## src/hw/vtp_macros.svh

```systemverilog
`ifndef VTP_MACROS_SVH
`define VTP_MACROS_SVH

// Client ports served by one translation service
`define VTP_N_PORTS 2

// Page number widths, 4 KB pages
`define VTP_VA_PAGE_BITS 20
`define VTP_PA_PAGE_BITS 20

// Client request tag, echoed in the response
`define VTP_TAG_BITS 4

// Direct-mapped TLB entries, indexed by low VA page bits
`define VTP_TLB_SETS 16

// Buffer depths, powers of two
`define VTP_IN_FIFO_DEPTH 4
`define VTP_STAGE_FIFO_DEPTH 8
`define VTP_WALK_FIFO_DEPTH 8

`endif
```

## src/hw/vtp_tlb_pkg.sv

```systemverilog
`include "vtp_macros.svh"

// Types internal to the TLB and its result path
package vtp_tlb_pkg;

    localparam int VTP_TLB_IDX_BITS = $clog2(`VTP_TLB_SETS);

    typedef logic [VTP_TLB_IDX_BITS-1:0] t_vtp_tlb_idx;
    typedef logic [`VTP_VA_PAGE_BITS-VTP_TLB_IDX_BITS-1:0] t_vtp_tlb_tag;

    // One TLB entry
    typedef struct packed {
        logic                         valid;
        t_vtp_tlb_tag                 tag;
        logic [`VTP_PA_PAGE_BITS-1:0] page_pa;
    } t_vtp_tlb_entry;

    // Lookup outcome, buffered beside its request
    typedef struct packed {
        logic [`VTP_PA_PAGE_BITS-1:0] page_pa;
        logic                         hit;
    } t_vtp_tlb_result;

    // Set index is the low VA page bits
    function automatic t_vtp_tlb_idx vtp_tlb_index(input logic [`VTP_VA_PAGE_BITS-1:0] va);
        return va[VTP_TLB_IDX_BITS-1:0];
    endfunction

    // Tag is everything above the index
    function automatic t_vtp_tlb_tag vtp_tlb_tag_of(input logic [`VTP_VA_PAGE_BITS-1:0] va);
        return va[`VTP_VA_PAGE_BITS-1:VTP_TLB_IDX_BITS];
    endfunction

endpackage

```

## src/hw/vtp_tlb_if.sv

```systemverilog
`timescale 1ns/1ps
`include "vtp_macros.svh"

// Lookup and fill channels of the TLB
// No ready signals, the TLB takes a lookup and a fill every cycle
interface vtp_tlb_if;

    // Lookup request
    logic                         lookup_en;
    logic [`VTP_VA_PAGE_BITS-1:0] lookup_va;

    // Lookup result, two cycles after lookup_en
    logic                         rsp_hit;
    logic                         rsp_miss;
    logic [`VTP_PA_PAGE_BITS-1:0] rsp_pa;

    // Fill from the page walker
    logic                         fill_en;
    logic [`VTP_VA_PAGE_BITS-1:0] fill_va;
    logic [`VTP_PA_PAGE_BITS-1:0] fill_pa;

    modport lookup (
        output lookup_en, lookup_va,
        input  rsp_hit, rsp_miss, rsp_pa
    );

    modport fill (
        output fill_en, fill_va, fill_pa
    );

    modport server (
        input  lookup_en, lookup_va, fill_en, fill_va, fill_pa,
        output rsp_hit, rsp_miss, rsp_pa
    );

endinterface

```

## src/hw/vtp_tlb.sv

```systemverilog
`timescale 1ns/1ps
`include "vtp_macros.svh"

// Direct-mapped TLB
// Stage 1 reads the entry, stage 2 compares the tag and reports
module vtp_tlb
    import vtp_tlb_pkg::*;
(
    input  logic      clk,
    input  logic      reset,
    vtp_tlb_if.server tlb
);

    t_vtp_tlb_entry entries [`VTP_TLB_SETS];

    logic           s1_valid;
    t_vtp_tlb_entry s1_entry;
    t_vtp_tlb_tag   s1_tag;
    logic           s1_match;

    // Fill overwrites the indexed entry, reset invalidates all
    // A fill is seen by lookups starting the following cycle
    always_ff @(posedge clk)
    begin
        if (reset)
        begin
            for (int i = 0; i < `VTP_TLB_SETS; i++)
            begin
                entries[i].valid <= 1'b0;
            end
        end
        else if (tlb.fill_en)
        begin
            entries[vtp_tlb_index(tlb.fill_va)] <= '{
                valid:   1'b1,
                tag:     vtp_tlb_tag_of(tlb.fill_va),
                page_pa: tlb.fill_pa
            };
        end
    end

    // Stage 1 read
    always_ff @(posedge clk)
    begin
        if (reset)
        begin
            s1_valid <= 1'b0;
        end
        else
        begin
            s1_valid <= tlb.lookup_en;
        end
    end

    always_ff @(posedge clk)
    begin
        s1_entry <= entries[vtp_tlb_index(tlb.lookup_va)];
        s1_tag <= vtp_tlb_tag_of(tlb.lookup_va);
    end

    assign s1_match = s1_entry.valid && (s1_entry.tag == s1_tag);

    // Stage 2 result, exactly one of hit or miss per lookup
    always_ff @(posedge clk)
    begin
        if (reset)
        begin
            tlb.rsp_hit <= 1'b0;
            tlb.rsp_miss <= 1'b0;
        end
        else
        begin
            tlb.rsp_hit <= s1_valid && s1_match;
            tlb.rsp_miss <= s1_valid && !s1_match;
        end
    end

    always_ff @(posedge clk)
    begin
        tlb.rsp_pa <= s1_entry.page_pa;
    end

endmodule

```

## src/flat_wrapper.sv

```systemverilog
// flat-port wrapper written by rule: the top's interface ports become plain ports
module vtp_tlb_flat import vtp_tlb_pkg::*;
  (clk, reset, tlb_lookup_en, tlb_lookup_va, tlb_fill_en, tlb_fill_va, tlb_fill_pa, tlb_rsp_hit, tlb_rsp_miss, tlb_rsp_pa);
  vtp_tlb_if tlb_i ();
  input  logic clk;
  input  logic reset;
  input wire logic [$bits(tlb_i.lookup_en)-1:0] tlb_lookup_en;
  input wire logic [$bits(tlb_i.lookup_va)-1:0] tlb_lookup_va;
  input wire logic [$bits(tlb_i.fill_en)-1:0] tlb_fill_en;
  input wire logic [$bits(tlb_i.fill_va)-1:0] tlb_fill_va;
  input wire logic [$bits(tlb_i.fill_pa)-1:0] tlb_fill_pa;
  output wire logic [$bits(tlb_i.rsp_hit)-1:0] tlb_rsp_hit;
  output wire logic [$bits(tlb_i.rsp_miss)-1:0] tlb_rsp_miss;
  output wire logic [$bits(tlb_i.rsp_pa)-1:0] tlb_rsp_pa;
  assign tlb_i.lookup_en = tlb_lookup_en;
  assign tlb_i.lookup_va = tlb_lookup_va;
  assign tlb_i.fill_en = tlb_fill_en;
  assign tlb_i.fill_va = tlb_fill_va;
  assign tlb_i.fill_pa = tlb_fill_pa;
  assign tlb_rsp_hit = tlb_i.rsp_hit;
  assign tlb_rsp_miss = tlb_i.rsp_miss;
  assign tlb_rsp_pa = tlb_i.rsp_pa;
  vtp_tlb u_core (.clk(clk), .reset(reset), .tlb(tlb_i));
endmodule
```

## config.mk

```make
export PLATFORM = sky130hd
export DESIGN_NAME = vtp_tlb_flat
export DESIGN_NICKNAME = d
export VERILOG_FILES = /design/src/hw/vtp_tlb_pkg.sv /design/src/hw/vtp_tlb_if.sv /design/src/hw/vtp_tlb.sv /design/src/flat_wrapper.sv
export VERILOG_INCLUDE_DIRS = /design/src /design/src/hw
export SDC_FILE = /design/constraint.sdc
export NUM_CORES = 1
export LEC_CHECK = 0
export BUFFER_PORTS_ARGS = -buffer_cell sky130_fd_sc_hd__buf_4
export CELL_PAD_IN_SITES_DETAIL_PLACEMENT = 1
export CELL_PAD_IN_SITES_GLOBAL_PLACEMENT = 1
export CORE_MARGIN = 1.5
export CORE_UTILIZATION = 30
export DETAILED_ROUTE_END_ITERATION = 6
export GPL_ROUTABILITY_DRIVEN = 0
export GPL_TIMING_DRIVEN = 0
export MAX_ROUTING_LAYER = met4
export PLACE_DENSITY = 0.49
export SETUP_SLACK_MARGIN = 0.05
export SYNTH_ARGS = -nofsm -noshare
export SYNTH_HDL_FRONTEND = slang
export SYNTH_SLANG_ARGS = --single-unit
```

## constraint.sdc

```tcl
create_clock -name clk -period 7 [get_ports clk]
set_input_delay 0.7 -clock clk [delete_from_list [all_inputs] [get_ports clk]]
set_output_delay 0.7 -clock clk [all_outputs]
set_load 0.02 [all_outputs]
```

==> run summary <==
* **status** finished, final reports clean
* **cts repair resizes** 0
* **static leakage** 9.45 nW
* **number of top-level pins** 86
* **share of layout cells above drive strength 1** 0.314
* **die outline height** 285 um
* **via count** 11100
* **final design area excluding fillers** 29000 um2
* **Synth Instances** 1051
* **PD cells** 298 nW/um2
* **arrival time of data at the critical path endpoint** 2.96 ns
* **Synth cell types** 27
* **Ys Warns** 0
* **DRT antenna net count** 0
* **met1 usage** 0.197
* **maximum level of the CTS H-tree** 3
* **kind of start point of the critical path** primary input
* **met3 track demand over resource** 0.0261
* **placeable core area** 79000 um2
* **Critical Path Fanout Max** 10
* **TritonCTS buffer count** 77
* **number of global-route vias before repair** 12400
* **cell area after placement** 26600 um2
* **kind of end point of the critical path** flip-flop
* **post-route setup slack** 4.54 ns
* **wire length of the first global-routing pass** 87300 um
* **largest net degree at the start of global routing** 21
* **max-cap violations** 0
* **clk slew on worst S/H paths** 0.05 ns
* **starting density of the core** 0.303
* **final total power** 8.63 mW
* **width of the die** 285 um
* **number of detailed-routing iterations run before antenna repair** 5
* **area grow syn2layout** 21.2%
* **Fin Clk Skew** 0.0237 ns
* **most area-consuming cells after synthesis** edfxtp_1 (72%), mux4_2 (14%), dfxtp_1 (7.7%)
* **Tightest Pin Transition** 1.30 ns
* **met2 capacity usage during global routing** 0.256
* **Max clock buf depth** 3
* **average size of a mapped cell** 22.8 um2
* **sequential cell area fraction in the yosys report** 0.800
* **crit share post-route** 0.351
* **synthesized flop and latch total** 668
* **fraction of synthesis flops using an asynchronous set or reset pin** 0
* **TritonCTS clock tree** built
* **fill count** 7579
* **number of vias per cell after detailed routing** 4.70
* **n_diodes** 0
* **Port Buffers** 83
* **Std-Cell Rows** 103
* **final setup violation count** 0
* **WL per Instance** 25.2 um
* **net count reported at finish** 1315
* **hpwl dp** 38600 um
* **Peak Freq** 0.407 GHz
* **number of violations reported at the end of detailed-routing iteration 0** 783
* **Synth Net Count** 1115
* **area share of the largest cell type after synthesis** 0.723
* **number of buffers inserted by post-CTS setup repair** 0
* **number of flops mapped to enable cells by yosys** 576
* **worst setup slack before clock tree synthesis** 3.93 ns
* **Period minus WS final** 2.46 ns
* **most instantiated library cell after synthesis** edfxtp_1
* **kind of path behind the tightest hold check** primary input to flip-flop
* **remaining max-slew budget at the tightest pin** 0.133
* **clock tree sinks** 668
* **Pins Over Slew Limit** 0
* **maximum VDD drop** 0.151 mV
* **start-to-end type of the worst setup path** primary input to flip-flop
* **Final Hold Viols** 0
* **Clk Tree Root Cell** clkbuf_16
* **post-synthesis cell type with the largest combined area** edfxtp_1
* **Data required, critical path** 7.51 ns
* **initial antenna violation count** 1
* **overall overflow remaining after global route** 0
* **Cell Area, Synth** 23900 um2
* **drc violations** 0
* **RSZ-0062 raised after global routing** no
* **post-detailed-routing wire length** 59400 um
* **overall fraction of global-route tracks in use** 0.154
* **total die area** 81400 um2
* **clock latency of the later-clocked register in the worst-skew pair** 0.61 ns
* **Main synth FF type** edfxtp_1
* **most used routing layer** met2
* **synth cell count leaders** edfxtp_1 (576), mux4_2 (148), dfxtp_1 (92)
* **number of buffers added to fix hold violations after cts** 0
[cells by family (layout without fill, tap and decap cells)]
family	Yosys count	in the layout	synth area share
buffers and inverters	52	311	0.0118
XOR/XNOR	16	16	0.00586
multiplexers	148	148	0.139
AO/OA/AOI/OAI	91	91	0.0288
AND/OR/NAND/NOR	76	76	0.0139
flip-flops	668	668	0.800
[final cells by class]
cell class | instances | area, um2 | area share
inverter | 2 | 7.51 | 0.000259
sequential | 668 | 19100 | 0.660
buffer | 50 | 274 | 0.00946
multi-input combinational | 331 | 4610 | 0.159
timing repair buffer | 121 | 1270 | 0.0438
tap | 1050 | 1310 | 0.0453
clock buffer | 99 | 2080 | 0.0718
clock inverter | 39 | 293 | 0.0101
[worst paths after layout]
path	startpoint	end	slack, ns	cells after the start
worst max register to register	u_core.s1_tag[15]$_DFF_P_	u_core.tlb.rsp_miss$_SDFF_PP0_	5.38	4
worst min register to register	u_core.s1_entry[17]$_DFF_P_	u_core.tlb.rsp_pa[17]$_DFF_P_	0.32	0
worst max-delay path	tlb_lookup_va[2]	u_core.s1_entry[21]$_DFF_P_	4.54	5
worst min-delay path	tlb_lookup_va[7]	u_core.s1_tag[3]$_DFF_P_	0.20	1
[sequential cells by signal, indices dropped and copies added, names as in the netlist]
signal	count
u_core.entries	592
u_core.s1_entry	37
u_core.s1_tag	16
u_core.s1_valid	1
u_core.tlb.rsp_hit	1
u_core.tlb.rsp_miss	1
u_core.tlb.rsp_pa	20
[metal layers]
layer / wire length [um] / up-vias
met5: 0 / -
met4: 1050 / 0
met3: 1910 / 82
met2: 30300 / 191
met1: 26100 / 6002
li1: - / 4815
[report_power, final]
| part | switching (mW) | internal (mW) |
|---|---|---|
| combinational | 0.241 | 0.169 |
| clock | 1.55 | 2.24 |
| sequential | 0.0249 | 4.41 |
| total | 1.82 | 6.81 |
[worst max-delay path: stages]
cell      delay (ns)
buf_4           0.12
nor2_1          0.97
clkbuf_1        0.77
a22oi_1         0.17
nand2_1         0.21
[placed cells by master (no fill, tap or decap), types with 5 or more instances in the layout]
cell       netlist  layout
xor2_1          12      12
buf_4            7      91
clkbuf_1        22      37
clkbuf_16        0      77
mux4_2         148     148
buf_8            0       5
clkinv_1         1      19
buf_1            8       8
buf_12           0      12
clkinv_2         0      11
edfxtp_1       576     576
a21o_1          12      12
nor2_4           0      12
clkbuf_8         0       7
a22oi_1         74      74
nand2_1         42      42
buf_16           0       6
buf_6            7      21
dfxtp_1         92      92
buf_2            6       6
[per-stage QoR]
stage | hold WS, ns | util | setup TNS [ns] | cells
5_1_grt | 0.164 | 0.367 | 0 | 2360
3_3_place_gp | 0.312 | 0.327 | -124.39 | 2184
4_1_cts | 0.152 | 0.367 | 0 | 2360
2_1_floorplan | 0.310 | - | 0 | 1051
3_5_place_dp | 0.314 | 0.337 | 0 | 2222
6_report | 0.197 | 0.367 | 0 | 2360
Note: power is estimated with default switching activity, not from simulation.
