### src/hw/vtp_macros.svh
`ifndef VTP_MACROS_SVH
`define VTP_MACROS_SVH

// Client ports served by one translation service
`define VTP_N_PORTS 2

// Page number widths, 4 KB pages
`define VTP_VA_PAGE_BITS 20
`define VTP_PA_PAGE_BITS 20

// Client request tag, echoed in the response
`define VTP_TAG_BITS 4

// Direct-mapped TLB entries, indexed by low VA page bits
`define VTP_TLB_SETS 16

// Buffer depths, powers of two
`define VTP_IN_FIFO_DEPTH 4
`define VTP_STAGE_FIFO_DEPTH 8
`define VTP_WALK_FIFO_DEPTH 8

`endif
### src/hw/vtp_client_pkg.sv
`include "vtp_macros.svh"

// Types seen by clients and by the request path
package vtp_client_pkg;

    typedef logic [$clog2(`VTP_N_PORTS)-1:0] t_vtp_port_idx;
    typedef logic [`VTP_VA_PAGE_BITS-1:0] t_vtp_va_page;
    typedef logic [`VTP_PA_PAGE_BITS-1:0] t_vtp_pa_page;
    typedef logic [`VTP_TAG_BITS-1:0] t_vtp_tag;

    // Lookup request from a client
    typedef struct packed {
        t_vtp_va_page page_va;
        t_vtp_tag     tag;
    } t_vtp_lookup_req;

    // Translation returned to a client
    typedef struct packed {
        t_vtp_pa_page page_pa;
        t_vtp_tag     tag;
    } t_vtp_lookup_rsp;

    // Request tagged with the port it came from
    typedef struct packed {
        t_vtp_lookup_req req;
        t_vtp_port_idx   port;
    } t_vtp_routed_req;

endpackage

### src/hw/vtp_tlb_if.sv
`timescale 1ns/1ps
`include "vtp_macros.svh"

// Lookup and fill channels of the TLB
// No ready signals, the TLB takes a lookup and a fill every cycle
interface vtp_tlb_if;

    // Lookup request
    logic                         lookup_en;
    logic [`VTP_VA_PAGE_BITS-1:0] lookup_va;

    // Lookup result, two cycles after lookup_en
    logic                         rsp_hit;
    logic                         rsp_miss;
    logic [`VTP_PA_PAGE_BITS-1:0] rsp_pa;

    // Fill from the page walker
    logic                         fill_en;
    logic [`VTP_VA_PAGE_BITS-1:0] fill_va;
    logic [`VTP_PA_PAGE_BITS-1:0] fill_pa;

    modport lookup (
        output lookup_en, lookup_va,
        input  rsp_hit, rsp_miss, rsp_pa
    );

    modport fill (
        output fill_en, fill_va, fill_pa
    );

    modport server (
        input  lookup_en, lookup_va, fill_en, fill_va, fill_pa,
        output rsp_hit, rsp_miss, rsp_pa
    );

endinterface

### src/hw/vtp_walk.sv
`timescale 1ns/1ps
`include "vtp_macros.svh"

// Miss queue, page-walk requester and walk response handling
module vtp_walk
    import vtp_client_pkg::*;
(
    input  logic            clk,
    input  logic            reset,

    // Misses from the TLB stage
    input  logic            miss_valid,
    input  t_vtp_routed_req miss,
    output logic            miss_ready,

    // Page-walk request bus
    output logic            walk_req_en,
    output t_vtp_va_page    walk_req_va,
    output t_vtp_port_idx   walk_req_port,
    output t_vtp_tag        walk_req_tag,
    input  logic            walk_req_rdy,

    // Page-walk responses, port and tag echoed
    input  logic            walk_rsp_en,
    input  t_vtp_va_page    walk_rsp_va,
    input  t_vtp_pa_page    walk_rsp_pa,
    input  t_vtp_port_idx   walk_rsp_port,
    input  t_vtp_tag        walk_rsp_tag,

    // Registered response toward the client
    output logic            walk_rsp_valid,
    output t_vtp_lookup_rsp walk_rsp,
    output t_vtp_port_idx   walk_rsp_port_q,

    vtp_tlb_if.fill         tlb
);

    logic            head_valid;
    t_vtp_routed_req head;
    logic            issued_q;

    // Misses wait here so hits keep flowing past them
    vtp_fifo #(
        .t_payload(t_vtp_routed_req),
        .DEPTH(`VTP_WALK_FIFO_DEPTH),
        .AF_SLACK(1)
    ) miss_fifo (
        .clk,
        .reset,
        .enq_en(miss_valid),
        .enq_data(miss),
        .not_full(miss_ready),
        .almost_full(),
        .deq_en(walk_req_en),
        .first(head),
        .not_empty(head_valid)
    );

    // Single-cycle pulse, never back to back, only while the bus is ready
    assign walk_req_en = head_valid && walk_req_rdy && !issued_q;
    assign walk_req_va = head.req.page_va;
    assign walk_req_port = head.port;
    assign walk_req_tag = head.req.tag;

    always_ff @(posedge clk)
    begin
        if (reset)
        begin
            issued_q <= 1'b0;
            walk_rsp_valid <= 1'b0;
            tlb.fill_en <= 1'b0;
        end
        else
        begin
            issued_q <= walk_req_en;
            // Client response and TLB fill in the same cycle
            walk_rsp_valid <= walk_rsp_en;
            tlb.fill_en <= walk_rsp_en;
        end
    end

    always_ff @(posedge clk)
    begin
        walk_rsp.page_pa <= walk_rsp_pa;
        walk_rsp.tag <= walk_rsp_tag;
        walk_rsp_port_q <= walk_rsp_port;
        tlb.fill_va <= walk_rsp_va;
        tlb.fill_pa <= walk_rsp_pa;
    end

endmodule

### src/hw/vtp_fifo.sv
`timescale 1ns/1ps

// Synchronous FIFO, head entry read combinationally
// Depth must be a power of two so the pointers wrap naturally
module vtp_fifo
#(
    parameter type t_payload = logic,
    parameter int  DEPTH = 4,
    // Free slots remaining when almost_full rises
    parameter int  AF_SLACK = 1
)
(
    input  logic     clk,
    input  logic     reset,

    input  logic     enq_en,
    input  t_payload enq_data,
    output logic     not_full,
    output logic     almost_full,

    input  logic     deq_en,
    output t_payload first,
    output logic     not_empty
);

    localparam int PTR_BITS = $clog2(DEPTH);
    localparam logic [PTR_BITS:0] FULL_COUNT = (PTR_BITS + 1)'(DEPTH);
    localparam logic [PTR_BITS:0] AF_COUNT = (PTR_BITS + 1)'(DEPTH - AF_SLACK);

    t_payload            mem [DEPTH];
    logic [PTR_BITS-1:0] wr_ptr;
    logic [PTR_BITS-1:0] rd_ptr;
    logic [PTR_BITS:0]   count;

    // Storage
    always_ff @(posedge clk)
    begin
        if (enq_en)
        begin
            mem[wr_ptr] <= enq_data;
        end
    end

    // Pointers and occupancy
    always_ff @(posedge clk)
    begin
        if (reset)
        begin
            wr_ptr <= '0;
            rd_ptr <= '0;
            count <= '0;
        end
        else
        begin
            if (enq_en)
            begin
                wr_ptr <= wr_ptr + 1'b1;
            end
            if (deq_en)
            begin
                rd_ptr <= rd_ptr + 1'b1;
            end
            case ({enq_en, deq_en})
                2'b10:   count <= count + 1'b1;
                2'b01:   count <= count - 1'b1;
                default: count <= count;
            endcase
        end
    end

    assign first = mem[rd_ptr];
    assign not_empty = (count != '0);
    assign not_full = (count != FULL_COUNT);
    assign almost_full = (count >= AF_COUNT);

endmodule

### src/flat_wrapper.sv
// flat-port wrapper written by rule: the top's interface ports become plain ports
module vtp_walk_flat import vtp_client_pkg::*;
  (clk, reset, miss_valid, miss, miss_ready, walk_req_en, walk_req_va, walk_req_port, walk_req_tag, walk_req_rdy, walk_rsp_en, walk_rsp_va, walk_rsp_pa, walk_rsp_port, walk_rsp_tag, walk_rsp_valid, walk_rsp, walk_rsp_port_q, tlb_fill_en, tlb_fill_va, tlb_fill_pa);
  vtp_tlb_if tlb_i ();
  input  logic clk;
  input  logic reset;
  input  logic miss_valid;
  input  t_vtp_routed_req miss;
  output logic miss_ready;
  output logic walk_req_en;
  output t_vtp_va_page walk_req_va;
  output t_vtp_port_idx walk_req_port;
  output t_vtp_tag walk_req_tag;
  input  logic walk_req_rdy;
  input  logic walk_rsp_en;
  input  t_vtp_va_page walk_rsp_va;
  input  t_vtp_pa_page walk_rsp_pa;
  input  t_vtp_port_idx walk_rsp_port;
  input  t_vtp_tag walk_rsp_tag;
  output logic walk_rsp_valid;
  output t_vtp_lookup_rsp walk_rsp;
  output t_vtp_port_idx walk_rsp_port_q;
  output wire logic [$bits(tlb_i.fill_en)-1:0] tlb_fill_en;
  output wire logic [$bits(tlb_i.fill_va)-1:0] tlb_fill_va;
  output wire logic [$bits(tlb_i.fill_pa)-1:0] tlb_fill_pa;
  assign tlb_fill_en = tlb_i.fill_en;
  assign tlb_fill_va = tlb_i.fill_va;
  assign tlb_fill_pa = tlb_i.fill_pa;
  vtp_walk u_core (.clk(clk), .reset(reset), .miss_valid(miss_valid), .miss(miss), .miss_ready(miss_ready), .walk_req_en(walk_req_en), .walk_req_va(walk_req_va), .walk_req_port(walk_req_port), .walk_req_tag(walk_req_tag), .walk_req_rdy(walk_req_rdy), .walk_rsp_en(walk_rsp_en), .walk_rsp_va(walk_rsp_va), .walk_rsp_pa(walk_rsp_pa), .walk_rsp_port(walk_rsp_port), .walk_rsp_tag(walk_rsp_tag), .walk_rsp_valid(walk_rsp_valid), .walk_rsp(walk_rsp), .walk_rsp_port_q(walk_rsp_port_q), .tlb(tlb_i));
endmodule
### config.mk
export PLATFORM = sky130hd
export DESIGN_NAME = vtp_walk_flat
export DESIGN_NICKNAME = d
export VERILOG_FILES = /design/src/hw/vtp_client_pkg.sv /design/src/hw/vtp_tlb_if.sv /design/src/hw/vtp_walk.sv /design/src/hw/vtp_fifo.sv /design/src/flat_wrapper.sv
export VERILOG_INCLUDE_DIRS = /design/src /design/src/hw
export SDC_FILE = /design/constraint.sdc
export NUM_CORES = 1
export LEC_CHECK = 0
export BUFFER_PORTS_ARGS = -buffer_cell sky130_fd_sc_hd__buf_4
export CELL_PAD_IN_SITES_DETAIL_PLACEMENT = 0
export CELL_PAD_IN_SITES_GLOBAL_PLACEMENT = 1
export CORE_UTILIZATION = 35
export DETAILED_ROUTE_END_ITERATION = 16
export HOLD_SLACK_MARGIN = 0.15
export PLACE_DENSITY_LB_ADDON = 0.25
export REMOVE_ABC_BUFFERS = 1
export SKIP_CTS_REPAIR_TIMING = 1
export SYNTH_ARGS = -nofsm -noshare
export SYNTH_HDL_FRONTEND = slang
export SYNTH_HIERARCHICAL = 1
export SYNTH_SLANG_ARGS = --single-unit
### constraint.sdc
create_clock -name clk -period 4.55 [get_ports clk]
set_input_delay 1.1375 -clock clk [delete_from_list [all_inputs] [get_ports clk]]
set_output_delay 1.1375 -clock clk [all_outputs]
set_load 0.005 [all_outputs]
==> results of run 1 <==
[sequential cells by signal, indices dropped and copies added, names as in the netlist, named ones only]
name,flops
u_core/issued_q,1
u_core/miss_fifo/count,4
u_core/miss_fifo/mem,200
u_core/miss_fifo/rd_ptr,3
u_core/miss_fifo/wr_ptr,3
u_core/tlb.fill_va,20
u_core/walk_rsp,24
u_core/walk_rsp_port_q,1
u_core/walk_rsp_valid,1
[cell type report]
class | count | area share [%]
clock buffers | 38 | 6.22
multi-input cells | 134 | 17.2
clock inverters | 11 | 0.835
repair buffers | 177 | 11.3
inverters | 1 | 0.0317
well taps | 335 | 3.54
flip-flops and latches | 260 | 60.9
[layer usage]
layer  up-vias  track usage, %  wire (um)
met5         -               0          0
met4         0            3.99        443
met3        29            3.38       1180
met2       168            25.1       9710
met1      2309            16.7       7920
li1       2081               -          -
[cell usage in the layout, fill, tap and decap left out]
| master | n |
|---|---|
| edfxtp_1 | 200 |
| buf_4 | 176 |
| dfxtp_1 | 58 |
| mux4_1 | 50 |
| clkbuf_16 | 27 |
| mux2_2 | 26 |
| nor2_1 | 11 |
| clkbuf_1 | 9 |
| nand2_1 | 6 |
| nor2_4 | 6 |
| clkinv_1 | 5 |
| xor2_1 | 5 |
| nand2b_1 | 5 |
| ha_1 | 5 |
| clkinv_2 | 4 |
| mux2i_1 | 3 |
| clkbuf_8 | 2 |
| bufinv_16 | 2 |
| nor3_2 | 2 |
| xnor2_1 | 2 |
| a21oi_1 | 2 |
| o21ai_0 | 2 |
| dfxtp_2 | 2 |
| and2b_1 | 1 |
| and3b_2 | 1 |
| and4bb_2 | 1 |
| inv_1 | 1 |
| nor3_1 | 1 |
| or3_1 | 1 |
| nor2b_1 | 1 |
| nor3b_1 | 1 |
| o22ai_1 | 1 |
| a32o_1 | 1 |
| buf_12 | 1 |
[metrics by stage]
| step | cells | cell area, um2 | util (%) | worst slack, ns | total power, mW |
|---|---|---|---|---|---|
| final | 956 | 11800 | 45.1 | 0.787 | 5.48 |
| after global routing | 956 | 11800 | 45.1 | 0.663 | 5.71 |
| after CTS | 956 | 11800 | 45.1 | 0.699 | 5.57 |
| after detailed placement | 907 | 11000 | 41.9 | 1.26 | 3.49 |
| after global placement | 907 | 11000 | 41.9 | 1.30 | 3.47 |
| after floorplan | 395 | 9190 | - | 0.870 | 3.14 |
[worst reg2reg max path, delay by kind of cell (launching register included)]
kind | cells | cell delay (ns)
AOI/OAI and AO/OA | 2 | 0.32
adders and majority gates | 2 | 0.45
DFF | 1 | 0.35
xor gates and xnor gates | 2 | 0.27
and+or+nand+nor | 4 | 0.97
[power by group through the flow]
stage | logic (mW) | clock network (mW) | registers (mW)
final | 0.710 | 2.06 | 2.71
after floorplan | 0.353 | 0 | 2.78
after CTS | 0.730 | 2.13 | 2.71
after global routing | 0.772 | 2.21 | 2.72
after global placement | 0.713 | 0 | 2.76
after detailed placement | 0.728 | 0 | 2.76
[worst max-delay path by stage]
stage	slack, ns	to	depth (start not counted)	start
final	0.79	walk_req_va[0]	4	register
after global routing	0.66	walk_req_va[19]	4	register
after global placement	1.30	walk_req_va[0]	4	register
after detailed placement	1.26	walk_req_va[0]	4	register
after floorplan	0.87	walk_req_port	2	register
after CTS	0.70	walk_req_va[0]	4	register
==> results.sh, run 1 <==
export IMPL_status="finished, violations left"
export IMPL_violations="design-rule violations"
export IMPL_reg2reg_to="u_core/miss_fifo/count[2]"
export IMPL_tightest_slew_ns=1.13
export IMPL_critPathSlowestCell="dfxtp_2"
export IMPL_crit_path_end_kind="primary output"
export IMPL_p_comb_share_pct=13.0
export IMPL_drc=4
export IMPL_syn_inst=433
export IMPL_vias=4587
export IMPL_worstHoldPathType="reg -> reg"
export IMPL_sequentialPowerShare_pct=49.4
export IMPL_detail_route_vias_per_cell=4.80
export IMPL_grt_max_degree=33
export IMPL_multiInputGateArea_mm2=0.00203
export IMPL_min_period_ns=3.76
export IMPL_gp_congestion=0.701
export IMPL_cts_clk_slew_worst_paths_ns=0.06
export IMPL_gr_total_overflow=0
export IMPL_n_fill_cell=2233
export IMPL_rsz0062_at_grt="false"
export IMPL_first_iter_violations=241
export IMPL_reg2reg_depth=10
export IMPL_worst_hold_slack_ns=0.543
export IMPL_seqCellArea_mm2=0.00721
export IMPL_maxCapViolCount=0
export IMPL_drive_above_1_share_pct=40.3
export IMPL_final_nets=681
export IMPL_htree_levels=1
export IMPL_clk_insertion_delay_late_ns=0.51
export IMPL_crit_required_ns=3.41
export IMPL_synth_avg_cell_area_um2=21.8
export IMPL_antenna_found_initial=0
export IMPL_antenna_cells=0
export IMPL_finalSetupTns_ns=0
export IMPL_relSlewSlack_pct=24.5
export IMPL_cp_cell_sequence="buf_12, mux4_1, mux2_2, buf_4"
export IMPL_start_kind="register"
export IMPL_critical_path_peak_fanout=32
export IMPL_power_internal_mw=4.30
export IMPL_pin_count=169
export IMPL_min_path_cells=2
export IMPL_dieArea_mm2=0.0277
export IMPL_wl_mm=19.3
export IMPL_cts_inserted_buffers=27
export IMPL_grtUsageTotal_pct=14.0
export IMPL_cts_num_sinks=260
export IMPL_fp_coreArea_mm2=0.0263
export IMPL_setup_violations=0
export IMPL_wire_per_inst_um=20.1
export IMPL_grt_first_pass_wirelength_mm=29.0
export IMPL_slowest_delay_ns=0.73
export IMPL_r2r_start="u_core/miss_fifo/count[0]"
export IMPL_max_freq_mhz=266
export IMPL_numPortBuffers=168
export IMPL_critPathBufInv=2
export IMPL_firstDrtPassIters=12
export IMPL_min_period_over_period_pct=82.7
export IMPL_pwr_density_cell_mw_per_mm2=463
export IMPL_worst_r2r_setup_slack_ns=2.12
export IMPL_power_switching_mw=1.18
export IMPL_p_clk_share_pct=37.6
export IMPL_syn_area_mm2=0.00946
export IMPL_dp_hpwl_mm=11.4
export IMPL_drv_slew=0
export IMPL_chipHeight_um=166
export IMPL_path_delay_family="multiplexers"
export IMPL_die_w_um=166
export IMPL_worstSetupPathType="reg -> out"
export IMPL_p_leak_nw=4.28
export IMPL_crit_arrival_ns=2.63
export IMPL_area_growth_pct=25.2
export IMPL_cts_max_path_buffers=3
export IMPL_fp_row_count=59
export IMPL_first_global_vias=4962
export IMPL_drtAntennaViolNets=0
export IMPL_clock_skew_ns=0.00983
export IMPL_sw_frac_of_total_pct=21.6
export IMPL_start_util_pct=36.0
export IMPL_cts_root_buf="clkbuf_16"
export IMPL_min_to="u_core/miss_fifo/rd_ptr[2]"
export IMPL_min_from="u_core/miss_fifo/rd_ptr[2]"
export IMPL_synth_warnings=6
export IMPL_hold_violations=0
export IMPL_ir_drop_uv=257
export IMPL_cts_tree="built"
No activity file was read; power rests on OpenSTA's default activity.
==> run 2: changes to the inputs <==
--- a/config.mk
+++ b/config.mk
@@ -6,6 +6,7 @@
 export SDC_FILE = /design/constraint.sdc
 export NUM_CORES = 1
 export LEC_CHECK = 0
+export ABC_AREA = 1
 export BUFFER_PORTS_ARGS = -buffer_cell sky130_fd_sc_hd__buf_4
 export CELL_PAD_IN_SITES_DETAIL_PLACEMENT = 0
 export CELL_PAD_IN_SITES_GLOBAL_PLACEMENT = 1
==> constraint.sdc (replaced) <==
create_clock -name clk -period 3.1 [get_ports clk]
set_input_delay 0.775 -clock clk [delete_from_list [all_inputs] [get_ports clk]]
set_output_delay 0.775 -clock clk [all_outputs]
set_load 0.005 [all_outputs]
==> run 2 against run 1 <==
Net effect:
- the flow still finishes with violations (design-rule violations)
- die area grew 1.2%
- critical path type unchanged
- worst setup slack lost 0.56 ns
- highest routed layer unchanged
- clock power grew 55%
- design area grew 1.6%
- synthesized cell count grew 67%
- clock-buffer cell count grew 9
- sequential power grew 47%
- critical endpoint is now walk_req_va[10]
- total power grew 71%
==> results.sh, run 2 <==
export IMPL_sw_frac_of_total_pct=28.0
export IMPL_synth_avg_cell_area_um2=13.2
export IMPL_wl_mm=21.4
export IMPL_start_util_pct=35.6
export IMPL_clock_skew_ns=0.00789
export IMPL_crit_required_ns=2.32
export IMPL_drive_above_1_share_pct=27.2
export IMPL_antenna_found_initial=0
export IMPL_crit_path_end_kind="primary output"
export IMPL_cts_clk_slew_worst_paths_ns=0.06
export IMPL_syn_area_mm2=0.00957
export IMPL_wire_per_inst_um=17.1
export IMPL_largest_register_ff_count=200
export IMPL_dp_hpwl_mm=12.8
export IMPL_crit_arrival_ns=2.10
export IMPL_cts_num_sinks=260
export IMPL_dieArea_mm2=0.0280
export IMPL_cts_inserted_buffers=28
export IMPL_power_mw=9.37
export IMPL_start_kind="register"
export IMPL_final_nets=967
export IMPL_p_comb_share_pct=23.4
export IMPL_tightest_slew_ns=0.661
export IMPL_setup_violations=0
export IMPL_synth_warnings=6
export IMPL_antenna_cells=0
export IMPL_clk_insertion_delay_late_ns=0.53
export IMPL_grtUsageTotal_pct=15.4
export IMPL_fp_coreArea_mm2=0.0269
export IMPL_min_period_ns=2.87
export IMPL_first_iter_violations=357
export IMPL_violations="design-rule violations"
export IMPL_worstSetupPathType="reg -> out"
export IMPL_postPlaceCellArea_mm2=0.0111
export IMPL_cts_max_path_buffers=3
export IMPL_grt_first_pass_wirelength_mm=33.4
export IMPL_ir_drop_uv=395
export IMPL_reg_top3="u_core/miss_fifo/mem: 200 flops, u_core/walk_rsp: 24 flops, u_core/tlb.fill_va: 20 flops"
export IMPL_r2r_start="u_core/miss_fifo/count[1]"
export IMPL_grt_max_degree=79
export IMPL_cts_tree="built"
export IMPL_rsz0062_at_grt="false"
export IMPL_drv_slew=0
export IMPL_regMostFlops="u_core/miss_fifo/mem"
export IMPL_drc=1
export IMPL_stdcell_area_mm2=0.0120
export IMPL_worst_hold_slack_ns=0.342
export IMPL_gp_congestion=0.714
export IMPL_p_clk_share_pct=34.2
export IMPL_cts_root_buf="clkbuf_16"
export IMPL_die_w_um=167
export IMPL_critical_path_peak_fanout=54
export IMPL_syn_inst=725
export IMPL_htree_levels=1
export IMPL_drtAntennaViolNets=0
export IMPL_hold_violations=0
export IMPL_min_path_cells=1
export IMPL_max_freq_mhz=348
export IMPL_worstHoldPathType="in -> reg"
export IMPL_min_period_over_period_pct=92.7
export IMPL_layout_common_cells="200 x edfxtp_1, 183 x buf_4, 111 x nor2_1"
export IMPL_layout_commonest_cell="edfxtp_1"
export IMPL_sequentialPowerShare_pct=42.4
export IMPL_area_growth_pct=25.8
export IMPL_pin_count=169
export IMPL_relSlewSlack_pct=55.9
export IMPL_detail_route_vias_per_cell=4.74
export IMPL_vias=5931
export IMPL_p_leak_nw=4.56
export IMPL_numPortBuffers=168
export IMPL_first_global_vias=5942
export IMPL_status="finished, violations left"
export IMPL_fp_row_count=60
export IMPL_pwr_density_cell_mw_per_mm2=779
export IMPL_firstDrtPassIters=11
export IMPL_maxCapViolCount=0
export IMPL_n_fill_cell=2468
export IMPL_chipHeight_um=167
export IMPL_reg2reg_depth=13
export IMPL_power_internal_mw=6.75
export IMPL_power_switching_mw=2.62
export IMPL_gr_total_overflow=0
export IMPL_min_from="walk_rsp_pa[4]"
-- run 2: cell type report --
cell class                 count  area (um2)  share of cell area (%)
inverter                      17        63.8                   0.530
clock inverter                 5        26.3                   0.218
clock buffer                  47         878                    7.30
timing repair buffer         189        1490                    12.4
sequential                   260        7210                    59.9
multi-input combinational    391        1930                    16.1
tap                          341         427                    3.55
-- run 2: final timing paths --
check / slack (ns) / endpoint
worst max-delay path: 0.23 / walk_req_va[10]
worst min-delay path: 0.34 / u_core/walk_rsp[8]
worst max register to register: 1.20 / u_core/miss_fifo/count[2]
worst min register to register: 0.43 / u_core/issued_q
-- run 2: worst max-delay path, stage by stage, from the launching register on --
cell and delay [ns]:
dfxtp_4 0.36, buf_4 0.52, o21ai_0 0.21, o22ai_1 0.18
nand2_1 0.07, nand2_1 0.10, buf_4 0.11
-- run 2: power by group through the flow --
stage,Clock [mW],Sequential (mW),Combinational [mW]
after global placement,0,4.05,2.24
final,3.20,3.98,2.19
after floorplan,0,4.23,1.06
after detailed placement,0,4.05,2.24
after CTS,3.30,3.98,2.25
after global routing,3.42,3.99,2.50
-- run 2: layer usage --
metal	GRT usage [%]	part of all wire, %	routed length, um
met5	0	0	0
met4	3.83	1.9	410
met3	3.88	6.8	1460
met2	25.5	48	10200
met1	20.1	44	9320
-- run 2: per-stage QoR --
stage	setup slack [ns]	utilization (%)	TNS [ns]	std cells
4_1_cts	0.181	44.8	0	1250
6_report	0.225	44.8	0	1250
2_1_floorplan	-1.79	-	-44.52	668
5_1_grt	0.00269	44.8	0	1250
3_3_place_gp	0.755	41.4	0	1198
3_5_place_dp	0.765	41.4	0	1198
