--- config.mk ---
export PLATFORM = sky130hd
export DESIGN_NAME = vtp_fifo
export DESIGN_NICKNAME = d
export VERILOG_FILES = /design/src/hw/vtp_fifo.sv
export SDC_FILE = /design/constraint.sdc
export NUM_CORES = 1
export LEC_CHECK = 0
export BUFFER_PORTS_ARGS = -buffer_cell sky130_fd_sc_hd__buf_2
export CORE_AREA = 2 2 39 41
export CTS_BUF_LIST = sky130_fd_sc_hd__clkbuf_8
export DETAILED_ROUTE_END_ITERATION = 16
export DIE_AREA = 0 0 41 43
export PLACE_DENSITY_LB_ADDON = 0.25
export SYNTH_ARGS = -nofsm -noshare
export SYNTH_HDL_FRONTEND = slang
export SYNTH_SLANG_ARGS = --single-unit
export TNS_END_PERCENT = 100
--- constraint.sdc ---
create_clock -name clk -period 5.25 [get_ports clk]
set_input_delay 1.3125 -clock clk [delete_from_list [all_inputs] [get_ports clk]]
set_output_delay 1.3125 -clock clk [all_outputs]
set_load 0.05 [all_outputs]
--- src/hw/vtp_fifo.sv ---
`timescale 1ns/1ps

// Synchronous FIFO, head entry read combinationally
// Depth must be a power of two so the pointers wrap naturally
module vtp_fifo
#(
    parameter type t_payload = logic,
    parameter int  DEPTH = 4,
    // Free slots remaining when almost_full rises
    parameter int  AF_SLACK = 1
)
(
    input  logic     clk,
    input  logic     reset,

    input  logic     enq_en,
    input  t_payload enq_data,
    output logic     not_full,
    output logic     almost_full,

    input  logic     deq_en,
    output t_payload first,
    output logic     not_empty
);

    localparam int PTR_BITS = $clog2(DEPTH);
    localparam logic [PTR_BITS:0] FULL_COUNT = (PTR_BITS + 1)'(DEPTH);
    localparam logic [PTR_BITS:0] AF_COUNT = (PTR_BITS + 1)'(DEPTH - AF_SLACK);

    t_payload            mem [DEPTH];
    logic [PTR_BITS-1:0] wr_ptr;
    logic [PTR_BITS-1:0] rd_ptr;
    logic [PTR_BITS:0]   count;

    // Storage
    always_ff @(posedge clk)
    begin
        if (enq_en)
        begin
            mem[wr_ptr] <= enq_data;
        end
    end

    // Pointers and occupancy
    always_ff @(posedge clk)
    begin
        if (reset)
        begin
            wr_ptr <= '0;
            rd_ptr <= '0;
            count <= '0;
        end
        else
        begin
            if (enq_en)
            begin
                wr_ptr <= wr_ptr + 1'b1;
            end
            if (deq_en)
            begin
                rd_ptr <= rd_ptr + 1'b1;
            end
            case ({enq_en, deq_en})
                2'b10:   count <= count + 1'b1;
                2'b01:   count <= count - 1'b1;
                default: count <= count;
            endcase
        end
    end

    assign first = mem[rd_ptr];
    assign not_empty = (count != '0);
    assign not_full = (count != FULL_COUNT);
    assign almost_full = (count >= AF_COUNT);

endmodule

==> results.md, run 1 <==
- FF+latch count, synth: 13
- Buf/Inv on CP: 1
- Top cell type's share of synthesized area: a little under a third
- Synthesized net count: 64
- Total global routing overflow: 0
- IO Port Bufs: 8
- Leakage: 0.000303 µW
- Growth of design area from synthesis to finish: 17.6%
- Worst-case reg-to-reg path depth: 5
- Adder-cell share of the synthesized area: 14.1%
- Largest voltage drop on the vdd net: 0.165 mV
- Biggest cell delay along the critical path: 480 ps
- Most instantiated cells after synthesis: sky130_fd_sc_hd__dfxtp_1 (9), sky130_fd_sc_hd__nor2_1 (8), sky130_fd_sc_hd__inv_1 (6), sky130_fd_sc_hd__ha_1 (5)
- Clock network power share: 33.0%
- Number of buffers inserted for hold repair after clock tree synthesis: 0
- Dominant register cell in the synthesized netlist: sky130_fd_sc_hd__dfxtp_1
- Maximum count of clock buffers along a single path: 2
- Residual DRC count: 0
- Clock insertion delay at the later pin of the skew report: roughly 240 ps
- Outcome: finished, final reports clean
- DR vias: roughly 370
- Die outline width: 41 µm
- Mean cell area of the mapped netlist: 11.0 µm²
- Number of primary I/O pins: 9
- CP endpoint kind: output pin
- CTS sink cnt: 13
- Final ANT Viol Nets: 0
- Max FO, Critical Path: 1
- End-of-flow core utilization: 49.6%
- Share of synthesized flip-flops with an asynchronous set or reset: 0%
- Number of iterations in the first detailed-routing pass: 4
- Clock tree from TritonCTS: yes
- Clock transition at the register clock pins on the worst setup and hold paths after CTS: roughly 50 ps
- Initial core utilization: 42.2%
- Warnings from Yosys: 0
- Share of cells above drive strength 1: 20.3%
- Setup Viol. Count Final: 0
- Post-synthesis sequential area ratio: 51.4%
- Tot GR Track Use: 12.4%
- Proportion of power drawn by combinational gates: a little over a fifth
- List of cells traversed by the critical path: mux4_2 > buf_2
- Initial antenna violation count: 0
- Estimated wirelength of the detail-placed design: about 680 µm
- Worst hold path cell count: 2
- Area enclosed by the die boundary: 1760 µm²
- Post-synthesis cell count: 53
- Number of nets in the final layout: 76
- Via density per instance: ~4.6
- Post-cts repair resize count: 0
- Total net switching power: 78.6 µW
- Crit path DAT: roughly 1300 ps
- Largest net degree at the start of global routing: 9
- Root buffer cell: sky130_fd_sc_hd__clkbuf_8
- Class of the most critical setup path: flip-flop to output pin
- Element type at the critical path start: flip-flop
- Clock period minus final worst setup slack: 2590 ps
- Number of inserted filler cells in the final layout: 133
- CP Depth: 2
- Combinational family with the most area after synthesis: adder cells
- Post-synthesis compound-gate area fraction: 3.85%
- Worst min-delay path class: flip-flop to flip-flop
- Total power density per cell area: 383 nW/µm²
- Largest cells by area after synthesis: sky130_fd_sc_hd__dfxtp_1 (31%), sky130_fd_sc_hd__edfxtp_1 (21%), sky130_fd_sc_hd__ha_1 (11%)
- Drt wl/cell: 10.6 µm
- Worst setup skew after layout: 1.22 ps
- Vias in the first global route: around 360
- Unrepaired setup endpoints after global routing: no
- Setup TNS after final layout: 0 ps
- Non-filler instance count after layout: 80
- Library cells used by synthesis: 18
- Multiplexer share of the synthesized area: 5.57%
- Highest clock frequency the design can meet: ~0.39 GHz
- Total instance count after detailed placement: 76
- Site Rows: 14
- Core area: 1380 µm²
- Post-synthesis xor/xnor area fraction: between 7 and 8%
- Netlist area before placement: about 580 µm²
- Maxcap violations: 0
- Count of flip-flops with a built-in enable after synthesis: 4
- CTS HTree Levels: 1
- First-pass GRT wire length: 1390 µm
- Transition time at the pin with the least slew margin: 248 ps
- Final worst-path cycle share: 49.3%
- Critical path required time: between 3000 and 4000 ps
- Yosys top cell by area: sky130_fd_sc_hd__dfxtp_1
- Buffer count from post-CTS setup fixing: 0
- Sequential share of power: 45.5%
- Antenna diodes: 0
- Crit path max-delay cell type: sky130_fd_sc_hd__mux4_2
- CTS buffer count: 3
- Vertical die dimension: 43 µm
- Switching part of the total power: between 20% and 30%
- Number of failing hold endpoints at the final stage: 0
- Kind of cell with the highest combined delay on the critical path: multiplexers
- Detailed Route Iter0 Violations: 4
- Slew Limit Headroom: between 80% and 90%
- Leading cell type by number of instances after synthesis: sky130_fd_sc_hd__dfxtp_1
- Max-slew violation count: 0
- Share of synthesized cell area in and, or, nand and nor gates: around an eighth
- Wirelength, routed: 845 µm
- Final Wtd Congestion: between 0.6 and 0.7
- Total internal power: 185 µW
worst register-to-register path, stage by stage, from the launching register on:
cell and delay [ps]:
sky130_fd_sc_hd__dfxtp_1 380, sky130_fd_sc_hd__inv_1 100, sky130_fd_sc_hd__fa_1 440, sky130_fd_sc_hd__xor2_1 160, sky130_fd_sc_hd__or3_1 310, sky130_fd_sc_hd__a21oi_1 140
per-stage QoR:
stage	worst slack, ps	hold slack [ps]	total power, µW	cell area [µm²]
after floorplan	2690	479	166	584
after global placement	2480	510	177	641
after detailed placement	2460	510	179	641
after CTS	2640	519	268	687
after global routing	2590	560	279	687
final	2660	529	263	687
routing by layer:
metal  up-vias  global-route usage, %  part of all wire, %
li1        193                      -                    -
met1       169                   13.9                   43
met2         7                   18.8                   55
met3         0                   4.71                  2.2
met4         0                   8.00                    0
met5         -                      0                    0
kinds of logic after synthesis:
| family | Yosys count |
|---|---|
| mux | 2 |
| buf+inv | 7 |
| compound gates | 4 |
| flops | 13 |
| fa+ha+maj | 6 |
| simple gates | 16 |
| xor+xnor | 5 |
power groups by stage:
stage	Clock [µW]	Sequential, µW	Combinational (µW)
finish	86.9	120	56.5
global route	95.6	121	62.4
CTS	91.0	120	57.5
detailed placement	0	122	57.3
global placement	0	122	55.7
floorplan	0	120	45.9
final timing paths:
check,startpoint,to,slack (ps)
max,flip-flop,first,2660
min,count[2],count[2],530
max reg2reg,count[0],count[2],3660
min reg2reg,count[2],count[2],530
cell type report:
class / instances / area [µm²] / area share (%)
clock buffer: 3 / 41.3 / 6.01
inverter: 6 / 22.5 / 3.28
tap: 16 / 20.0 / 2.91
timing repair buffer: 8 / 40.0 / 5.83
clock inverter: 1 / 5.00 / 0.729
sequential: 13 / 300 / 43.7
multi-input combinational: 33 / 258 / 37.5
cells in the final DEF (no fill, tap or decap), drive strengths merged:
cell and instances:
dfxtp 9, nor2 8, buf 8, inv 6
ha 5, and2 4, edfxtp 4, xor2 3
clkbuf 3, or3 2, xnor2 2, a21oi 2
mux4 1, nand3 1, a21o 1, mux2i 1
nand2 1, o21ai 1, fa 1, clkinv 1
No activity file was read; power rests on OpenSTA's default activity.
==> run 2: changes to the inputs <==
ABC_AREA = 1   (was not set)
clock period = 2.4 ns   (was 5.25 ns; I/O delays follow)
==> results.md, run 2 <==
- Endpoint, Worst Hold: rd_ptr[1] (was count[2])
- Worst min-delay path class: flip-flop to flip-flop (unchanged)
- Worst hold path cell count: 1 (was 2)
- First-pass GRT wire length: 1360 µm (was 1390 µm)
- Residual DRC count: 0 (unchanged)
- Most instantiated cells after synthesis: sky130_fd_sc_hd__inv_1 (11), sky130_fd_sc_hd__dfxtp_1 (9), sky130_fd_sc_hd__nand2_1 (8), sky130_fd_sc_hd__o21ai_0 (7) (was sky130_fd_sc_hd__dfxtp_1 (9), sky130_fd_sc_hd__nor2_1 (8), sky130_fd_sc_hd__inv_1 (6), sky130_fd_sc_hd__ha_1 (5))
- Library cells used by synthesis: 14 (was 18)
- Buffer count from post-CTS setup fixing: 0 (unchanged)
- CP Depth: 6 (was 2)
- Crit path DAT: 1130 ps (was 1280 ps)
- Initial core utilization: 43.5% (was 42.2%)
- Clock tree from TritonCTS: yes (unchanged)
- Max FO, Critical Path: 3 (was 1)
- Share of cells above drive strength 1: 22.0% (was 20.3%)
- IO Port Bufs: 8 (unchanged)
- Wirelength, routed: 752 µm (was 845 µm)
- Final worst-path cycle share: 72.0%
- Post-placement cell area: 662 µm² (was 641 µm²)
- Critical path required time: 1800 ps (was 3940 ps)
- Buf/Inv on CP: 2 (was 1)
- Startpoint of the worst-slack reg-to-reg timing path: count[1] (was count[0])
- Clock transition at the register clock pins on the worst setup and hold paths after CTS: 50 ps (about the same)
- Non-filler instance count after layout: 98 (was 80)
- Most frequent cells in the layout: sky130_fd_sc_hd__inv_1 (12), sky130_fd_sc_hd__dfxtp_1 (9), sky130_fd_sc_hd__nand2_1 (8), sky130_fd_sc_hd__buf_2 (8), sky130_fd_sc_hd__o21ai_0 (7) (was sky130_fd_sc_hd__dfxtp_1 (9), sky130_fd_sc_hd__nor2_1 (8), sky130_fd_sc_hd__buf_2 (8))
- Estimated wirelength of the detail-placed design: 610 µm (was 683 µm)
- CP endpoint kind: output pin (unchanged)
- Worst-case reg-to-reg path depth: 8 (was 5)
- Clock insertion delay at the later pin of the skew report: 230 ps (was 240 ps)
- Number of primary I/O pins: 9 (unchanged)
- Post-synthesis cell count: 70 (was 53)
- Slew Limit Headroom: 84.2% (was 83.6%)
- DR vias: 417 (was 369)
- Drt wl/cell: 7.67 µm (was 10.6 µm)
- Kind of cell with the highest combined delay on the critical path: buffers and inverters (was multiplexers)
- Share of synthesized flip-flops with an asynchronous set or reset: 0% (unchanged)
- Via density per instance: 4.26 (was 4.61)
- Warnings from Yosys: 0 (unchanged)
- Crit path max-delay cell type: sky130_fd_sc_hd__dfxtp_1 (was sky130_fd_sc_hd__mux4_2)
- Total power density per cell area: 764 nW/µm² (was 383 nW/µm²)
- Setup TNS after final layout: 0 ps (unchanged)
- Number of nets in the final layout: 94 (was 76)
- Number of failing hold endpoints at the final stage: 0 (unchanged)
- Class of the most critical setup path: flip-flop to output pin (unchanged)
- CTS sink cnt: 13 (unchanged)
- Post-synthesis sequential area ratio: 49.9% (was 51.4%)
- Highest clock frequency the design can meet: 0.579 GHz
- Antenna diodes: 0 (unchanged)
- Transition time at the pin with the least slew margin: 234 ps (was 248 ps)
- Yosys top cell by area: sky130_fd_sc_hd__dfxtp_1 (unchanged)
- Number of iterations in the first detailed-routing pass: 4 (unchanged)
- Maxcap violations: 0 (unchanged)
- Core area: 1380 µm² (unchanged)
- CTS HTree Levels: 1 (unchanged)
- Element type at the critical path start: flip-flop (unchanged)
- Setup Viol. Count Final: 0 (unchanged)
- Initial antenna violation count: 0 (unchanged)
- Outcome: finished, final reports clean (unchanged)
- Top cell type's share of synthesized area: 29.9% (was 30.8%)
- Clock period minus final worst setup slack: 1730 ps
- Netlist area before placement: 602 µm² (was 584 µm²)
- Max-slew violation count: 0 (unchanged)
- Largest voltage drop on the vdd net: 0.378 mV (was 0.165 mV)
- CTS buffer count: 3 (unchanged)
- Post-cts repair resize count: 0 (unchanged)
- FF-to-FF setup slack: 1150 ps (was 3660 ps)
- Area enclosed by the die boundary: 1760 µm² (unchanged)
- Total global routing overflow: 0 (unchanged)
- Growth of design area from synthesis to finish: 17.5% (was 17.6%)
- List of cells traversed by the critical path: inv_1 > nor2_1 > nor2_1 > o21ai_0 > o21ai_1 > buf_2 (was mux4_2 > buf_2)
- FF+latch count, synth: 13 (unchanged)
- Maximum count of clock buffers along a single path: 2 (unchanged)
- Largest cells by area after synthesis: sky130_fd_sc_hd__dfxtp_1 (30%), sky130_fd_sc_hd__edfxtp_1 (20%), sky130_fd_sc_hd__ha_1 (10%) (was sky130_fd_sc_hd__dfxtp_1 (31%), sky130_fd_sc_hd__edfxtp_1 (21%), sky130_fd_sc_hd__ha_1 (11%))
- Total instance count after detailed placement: 94 (was 76)
- Layout Cell Area excl Fill: 707 µm² (was 687 µm²)
- Worst setup skew after layout: 0.753 ps (was 1.22 ps)
- Final Wtd Congestion: 0.731 (was 0.695)
- R2R Path End: count[2] (unchanged)
- Count of flip-flops with a built-in enable after synthesis: 4 (unchanged)
- Largest net degree at the start of global routing: 8 (was 9)
- Root buffer cell: sky130_fd_sc_hd__clkbuf_8 (unchanged)
- Site Rows: 14 (unchanged)
- Mean cell area of the mapped netlist: 8.60 µm² (was 11.0 µm²)
- Unrepaired setup endpoints after global routing: no (unchanged)
- Synthesized net count: 81 (was 64)
- Detailed Route Iter0 Violations: 2 (was 4)
- Vias in the first global route: 349 (was 359)
- Dominant register cell in the synthesized netlist: sky130_fd_sc_hd__dfxtp_1 (unchanged)
- Leakage: 0.000359 µW (was 0.000303 µW)
- Most frequent cell on the critical path: sky130_fd_sc_hd__nor2_1
- Final ANT Viol Nets: 0 (unchanged)
- Vertical die dimension: 43 µm (unchanged)
- Die outline width: 41 µm (unchanged)
- Leading cell type by number of instances after synthesis: sky130_fd_sc_hd__inv_1 (was sky130_fd_sc_hd__dfxtp_1)
- Leading cell type in the layout, fill and taps excluded: sky130_fd_sc_hd__inv_1 (was sky130_fd_sc_hd__dfxtp_1)
- Tot GR Track Use: 11.5% (was 12.4%)
- Origin of the worst min-delay path: rd_ptr[1] (was count[2])
- Biggest cell delay along the critical path: 310 ps (was 480 ps)
- Number of buffers inserted for hold repair after clock tree synthesis: 0 (unchanged)
run 2: area by class of cell:
| class | count | area, µm² |
|---|---|---|
| fill | 141 | 677 |
| sequential | 13 | 300 |
| multi-input combinational | 40 | 238 |
| inverter | 17 | 63.8 |
| clock buffer | 3 | 41.3 |
| timing repair buffer | 8 | 40.0 |
| tap | 16 | 20.0 |
| clock inverter | 1 | 3.75 |
run 2: worst max path at each step:
stage,end,slack [ps],startpoint
2_1_floorplan,almost_full,320,count[1]
3_3_place_gp,count[2],550,enq_en
3_5_place_dp,count[2],540,enq_en
4_1_cts,first,650,flip-flop
5_1_grt,first,510,flip-flop
6_report,first,670,flip-flop
run 2: logic make-up after synthesis:
family | after synthesis | synth area share [%]
buf+inv | 17 | 10.6
flops | 13 | 49.9
compound gates | 15 | 12.5
fa+ha+maj | 6 | 13.7
simple gates | 19 | 13.3
run 2: report_power, final:
part	internal, µW	switching (µW)
sequential	244	7.75
combinational	31.0	77.6
clock	112	67.8
total	387	153
run 2: routing by layer:
metal | global-route usage [%] | share of wire (%) | up-vias
met5 | 0 | 0 | -
met4 | 8.00 | 1.3 | 0
met3 | 3.14 | 2.3 | 2
met2 | 15.6 | 45 | 3
met1 | 15.1 | 51 | 167
li1 | - | - | 245
run 2: stage by stage:
stage	hold slack, ps	setup WS, ps	util, %	total power, µW
floorplan	412	315	-	342
global placement	425	549	47.8	364
detailed placement	429	542	47.8	366
CTS	436	652	51.1	549
global route	464	514	51.1	576
finish	434	673	51.1	540
==> run 3: changes to the inputs <==
ABC_AREA = 0   (was 1)
clock period = 1.6 ns   (was 2.4 ns; I/O delays follow)
==> results.md, run 3 (synthesized netlist as in run 1, its figures left out) <==
- Endpoint, Worst Hold: mem[1] (was rd_ptr[1])
- Detailed Route Iter0 Violations: 0 (was 2)
- Proportion of power drawn by combinational gates: 23.6% (was 20.1%)
- Core area: 1380 µm² (unchanged)
- List of cells traversed by the critical path: mux4_2 > buf_8 (was inv_1 > nor2_1 > nor2_1 > o21ai_0 > o21ai_1 > buf_2)
- CTS buffer count: 3 (unchanged)
- Vertical die dimension: 43 µm (unchanged)
- Crit path DAT: 1250 ps (was 1130 ps)
- Total instance count after detailed placement: 79 (was 94)
- Origin of the worst min-delay path: enq_data (was rd_ptr[1])
- Worst hold path cell count: 1 (unchanged)
- Unrepaired setup endpoints after global routing: yes (was no)
- Number of primary I/O pins: 9 (unchanged)
- Antenna diodes: 0 (unchanged)
- Number of buffers inserted for hold repair after clock tree synthesis: 0 (unchanged)
- Worst setup skew after layout: 0.849 ps (was 0.753 ps)
- Clock tree from TritonCTS: yes (unchanged)
- Number of nets in the final layout: 80 (was 94)
- Most frequent cells in the layout: sky130_fd_sc_hd__nor2_1 (8), sky130_fd_sc_hd__dfxtp_1 (8), sky130_fd_sc_hd__inv_1 (7), sky130_fd_sc_hd__buf_2 (7) (was sky130_fd_sc_hd__inv_1 (12), sky130_fd_sc_hd__dfxtp_1 (9), sky130_fd_sc_hd__nand2_1 (8), sky130_fd_sc_hd__buf_2 (8), sky130_fd_sc_hd__o21ai_0 (7))
- Crit path max-delay cell type: sky130_fd_sc_hd__mux4_2 (was sky130_fd_sc_hd__dfxtp_1)
- Drt wl/cell: 9.67 µm (was 7.67 µm)
- IO Port Bufs: 8 (unchanged)
- Highest clock frequency the design can meet: 0.605 GHz
- Total internal power: 621 µW (was 387 µW)
- Non-filler instance count after layout: 84 (was 98)
- Sequential share of power: 44.8% (was 46.6%)
- Largest voltage drop on the vdd net: 0.555 mV (was 0.378 mV)
- DR vias: 386 (was 417)
- Worst min-delay path class: primary input to flip-flop (was flip-flop to flip-flop)
- Vias in the first global route: 369 (was 349)
- Root buffer cell: sky130_fd_sc_hd__clkbuf_8 (unchanged)
- Critical path required time: 1200 ps (was 1800 ps)
- Startpoint of the worst-slack reg-to-reg timing path: count[0] (was count[1])
- Biggest cell delay along the critical path: 490 ps (was 310 ps)
- Final worst-path cycle share: 103%
- Total power density per cell area: 1190 nW/µm² (was 764 nW/µm²)
- Residual DRC count: 0 (unchanged)
- Number of failing hold endpoints at the final stage: 0 (unchanged)
- CP endpoint kind: output pin (unchanged)
- Maximum count of clock buffers along a single path: 2 (unchanged)
- Setup Viol. Count Final: 1 (was 0)
- Max-slew violation count: 0 (unchanged)
- Total net switching power: 256 µW (was 153 µW)
- Class of the most critical setup path: flip-flop to output pin (unchanged)
- Buf/Inv on CP: 1 (was 2)
- FF-to-FF setup slack: 100 ps (was 1150 ps)
- Clock period minus final worst setup slack: 1650 ps
- Clock transition at the register clock pins on the worst setup and hold paths after CTS: 50 ps (about the same)
- Element type at the critical path start: flip-flop (unchanged)
- Switching part of the total power: 29.2% (was 28.3%)
- Outcome: complete, but fails checks (was finished, final reports clean)
- Share of cells above drive strength 1: 29.4% (was 22.0%)
- Number of iterations in the first detailed-routing pass: 1 (was 4)
- Transition time at the pin with the least slew margin: 248 ps (was 234 ps)
- Total global routing overflow: 0 (unchanged)
- Worst slack on hold paths: 373 ps (was 434 ps)
- Wirelength, routed: 812 µm (was 752 µm)
- Area enclosed by the die boundary: 1760 µm² (unchanged)
- CTS HTree Levels: 1 (unchanged)
- Via density per instance: 4.60 (was 4.26)
- Worst-case reg-to-reg path depth: 5 (was 8)
- Site Rows: 14 (unchanged)
- Maxcap violations: 0 (unchanged)
- Slew Limit Headroom: 83.6% (was 84.2%)
- Final ANT Viol Nets: 0 (unchanged)
- Largest net degree at the start of global routing: 9 (was 8)
- Kind of cell with the highest combined delay on the critical path: multiplexers (was buffers and inverters)
- Clock insertion delay at the later pin of the skew report: 240 ps (was 230 ps)
- Max FO, Critical Path: 1 (was 3)
- Final Wtd Congestion: 0.733 (was 0.731)
- Leakage: 0.000327 µW (was 0.000359 µW)
- Initial antenna violation count: 0 (unchanged)
- R2R Path End: count[2] (unchanged)
- Failing checks: setup timing
- Final Worst Setup Slack: -53.0 ps (was 673 ps)
- Initial core utilization: 42.2% (was 43.5%)
- First-pass GRT wire length: 1340 µm (was 1360 µm)
- Estimated wirelength of the detail-placed design: 632 µm (was 610 µm)
- Die outline width: 41 µm (unchanged)
- Tot GR Track Use: 11.8% (was 11.5%)
- CTS sink cnt: 13 (unchanged)
- Growth of design area from synthesis to finish: 25.9% (was 17.5%)
- Clock network power share: 31.6% (was 33.3%)
==> run 3: cell count changes in the layout (fill, tap and decap cells not counted), moves of 5 or more <==
cell	previous run	this run
sky130_fd_sc_hd__nand2_1	8	1
sky130_fd_sc_hd__inv_2	6	0
sky130_fd_sc_hd__inv_1	12	7
sky130_fd_sc_hd__o21ai_0	7	1
==> run 3: per-stage QoR <==
stage	cell area, µm²	setup TNS [ps]	utilization [%]	power [µW]	setup WS (ps)
after floorplan	589	0	-	547	13.3
after global placement	668	-123	48.3	591	-123
after detailed placement	668	-158	48.3	594	-158
after CTS	719	-59.2	52.0	882	-59.2
after global routing	736	-94.3	53.2	926	-94.3
final	736	-53.0	53.2	877	-53.0
==> run 3: per-layer routing <==
metal | global-route usage, % | share of wire, %
met5 | 0 | 0
met1 | 12.5 | 44
met3 | 3.14 | 3.4
met4 | 10.0 | 3.1
met2 | 18.1 | 50
==> run 3: power by group through the flow <==
stage	sequential (µW)	clock (µW)	combinational, µW
after detailed placement	400	0	194
after CTS	393	286	203
after global placement	399	0	193
after global routing	397	302	227
final	393	277	207
after floorplan	395	0	153
==> run 3: timing repair <==
| action | 4_1_cts | 5_1_grt |
|---|---|---|
| resized for setup | 2 | 3 |
| buffers inserted | 0 | 1 |
| setup endpoints to repair | 1 | 2 |
==> run 3: worst max-delay path by stage <==
| stage | from | depth (start not counted) | slack, ps | to |
|---|---|---|---|---|
| after floorplan | enq_en | 7 | 10 | count[2] |
| after global placement | enq_en | 8 | -120 | count[2] |
| after detailed placement | enq_en | 8 | -160 | count[2] |
| after CTS | flip-flop | 2 | -60 | first |
| after global routing | mem[3] | 2 | -90 | first |
| final | mem[3] | 2 | -50 | first |
==> run 3: layout make-up <==
| cell class | count | area [µm²] |
|---|---|---|
| fill | 116 | 648 |
| sequential | 13 | 302 |
| multi-input combinational | 33 | 267 |
| timing repair buffer | 12 | 80.1 |
| clock buffer | 3 | 41.3 |
| inverter | 6 | 22.5 |
| tap | 16 | 20.0 |
| clock inverter | 1 | 3.75 |
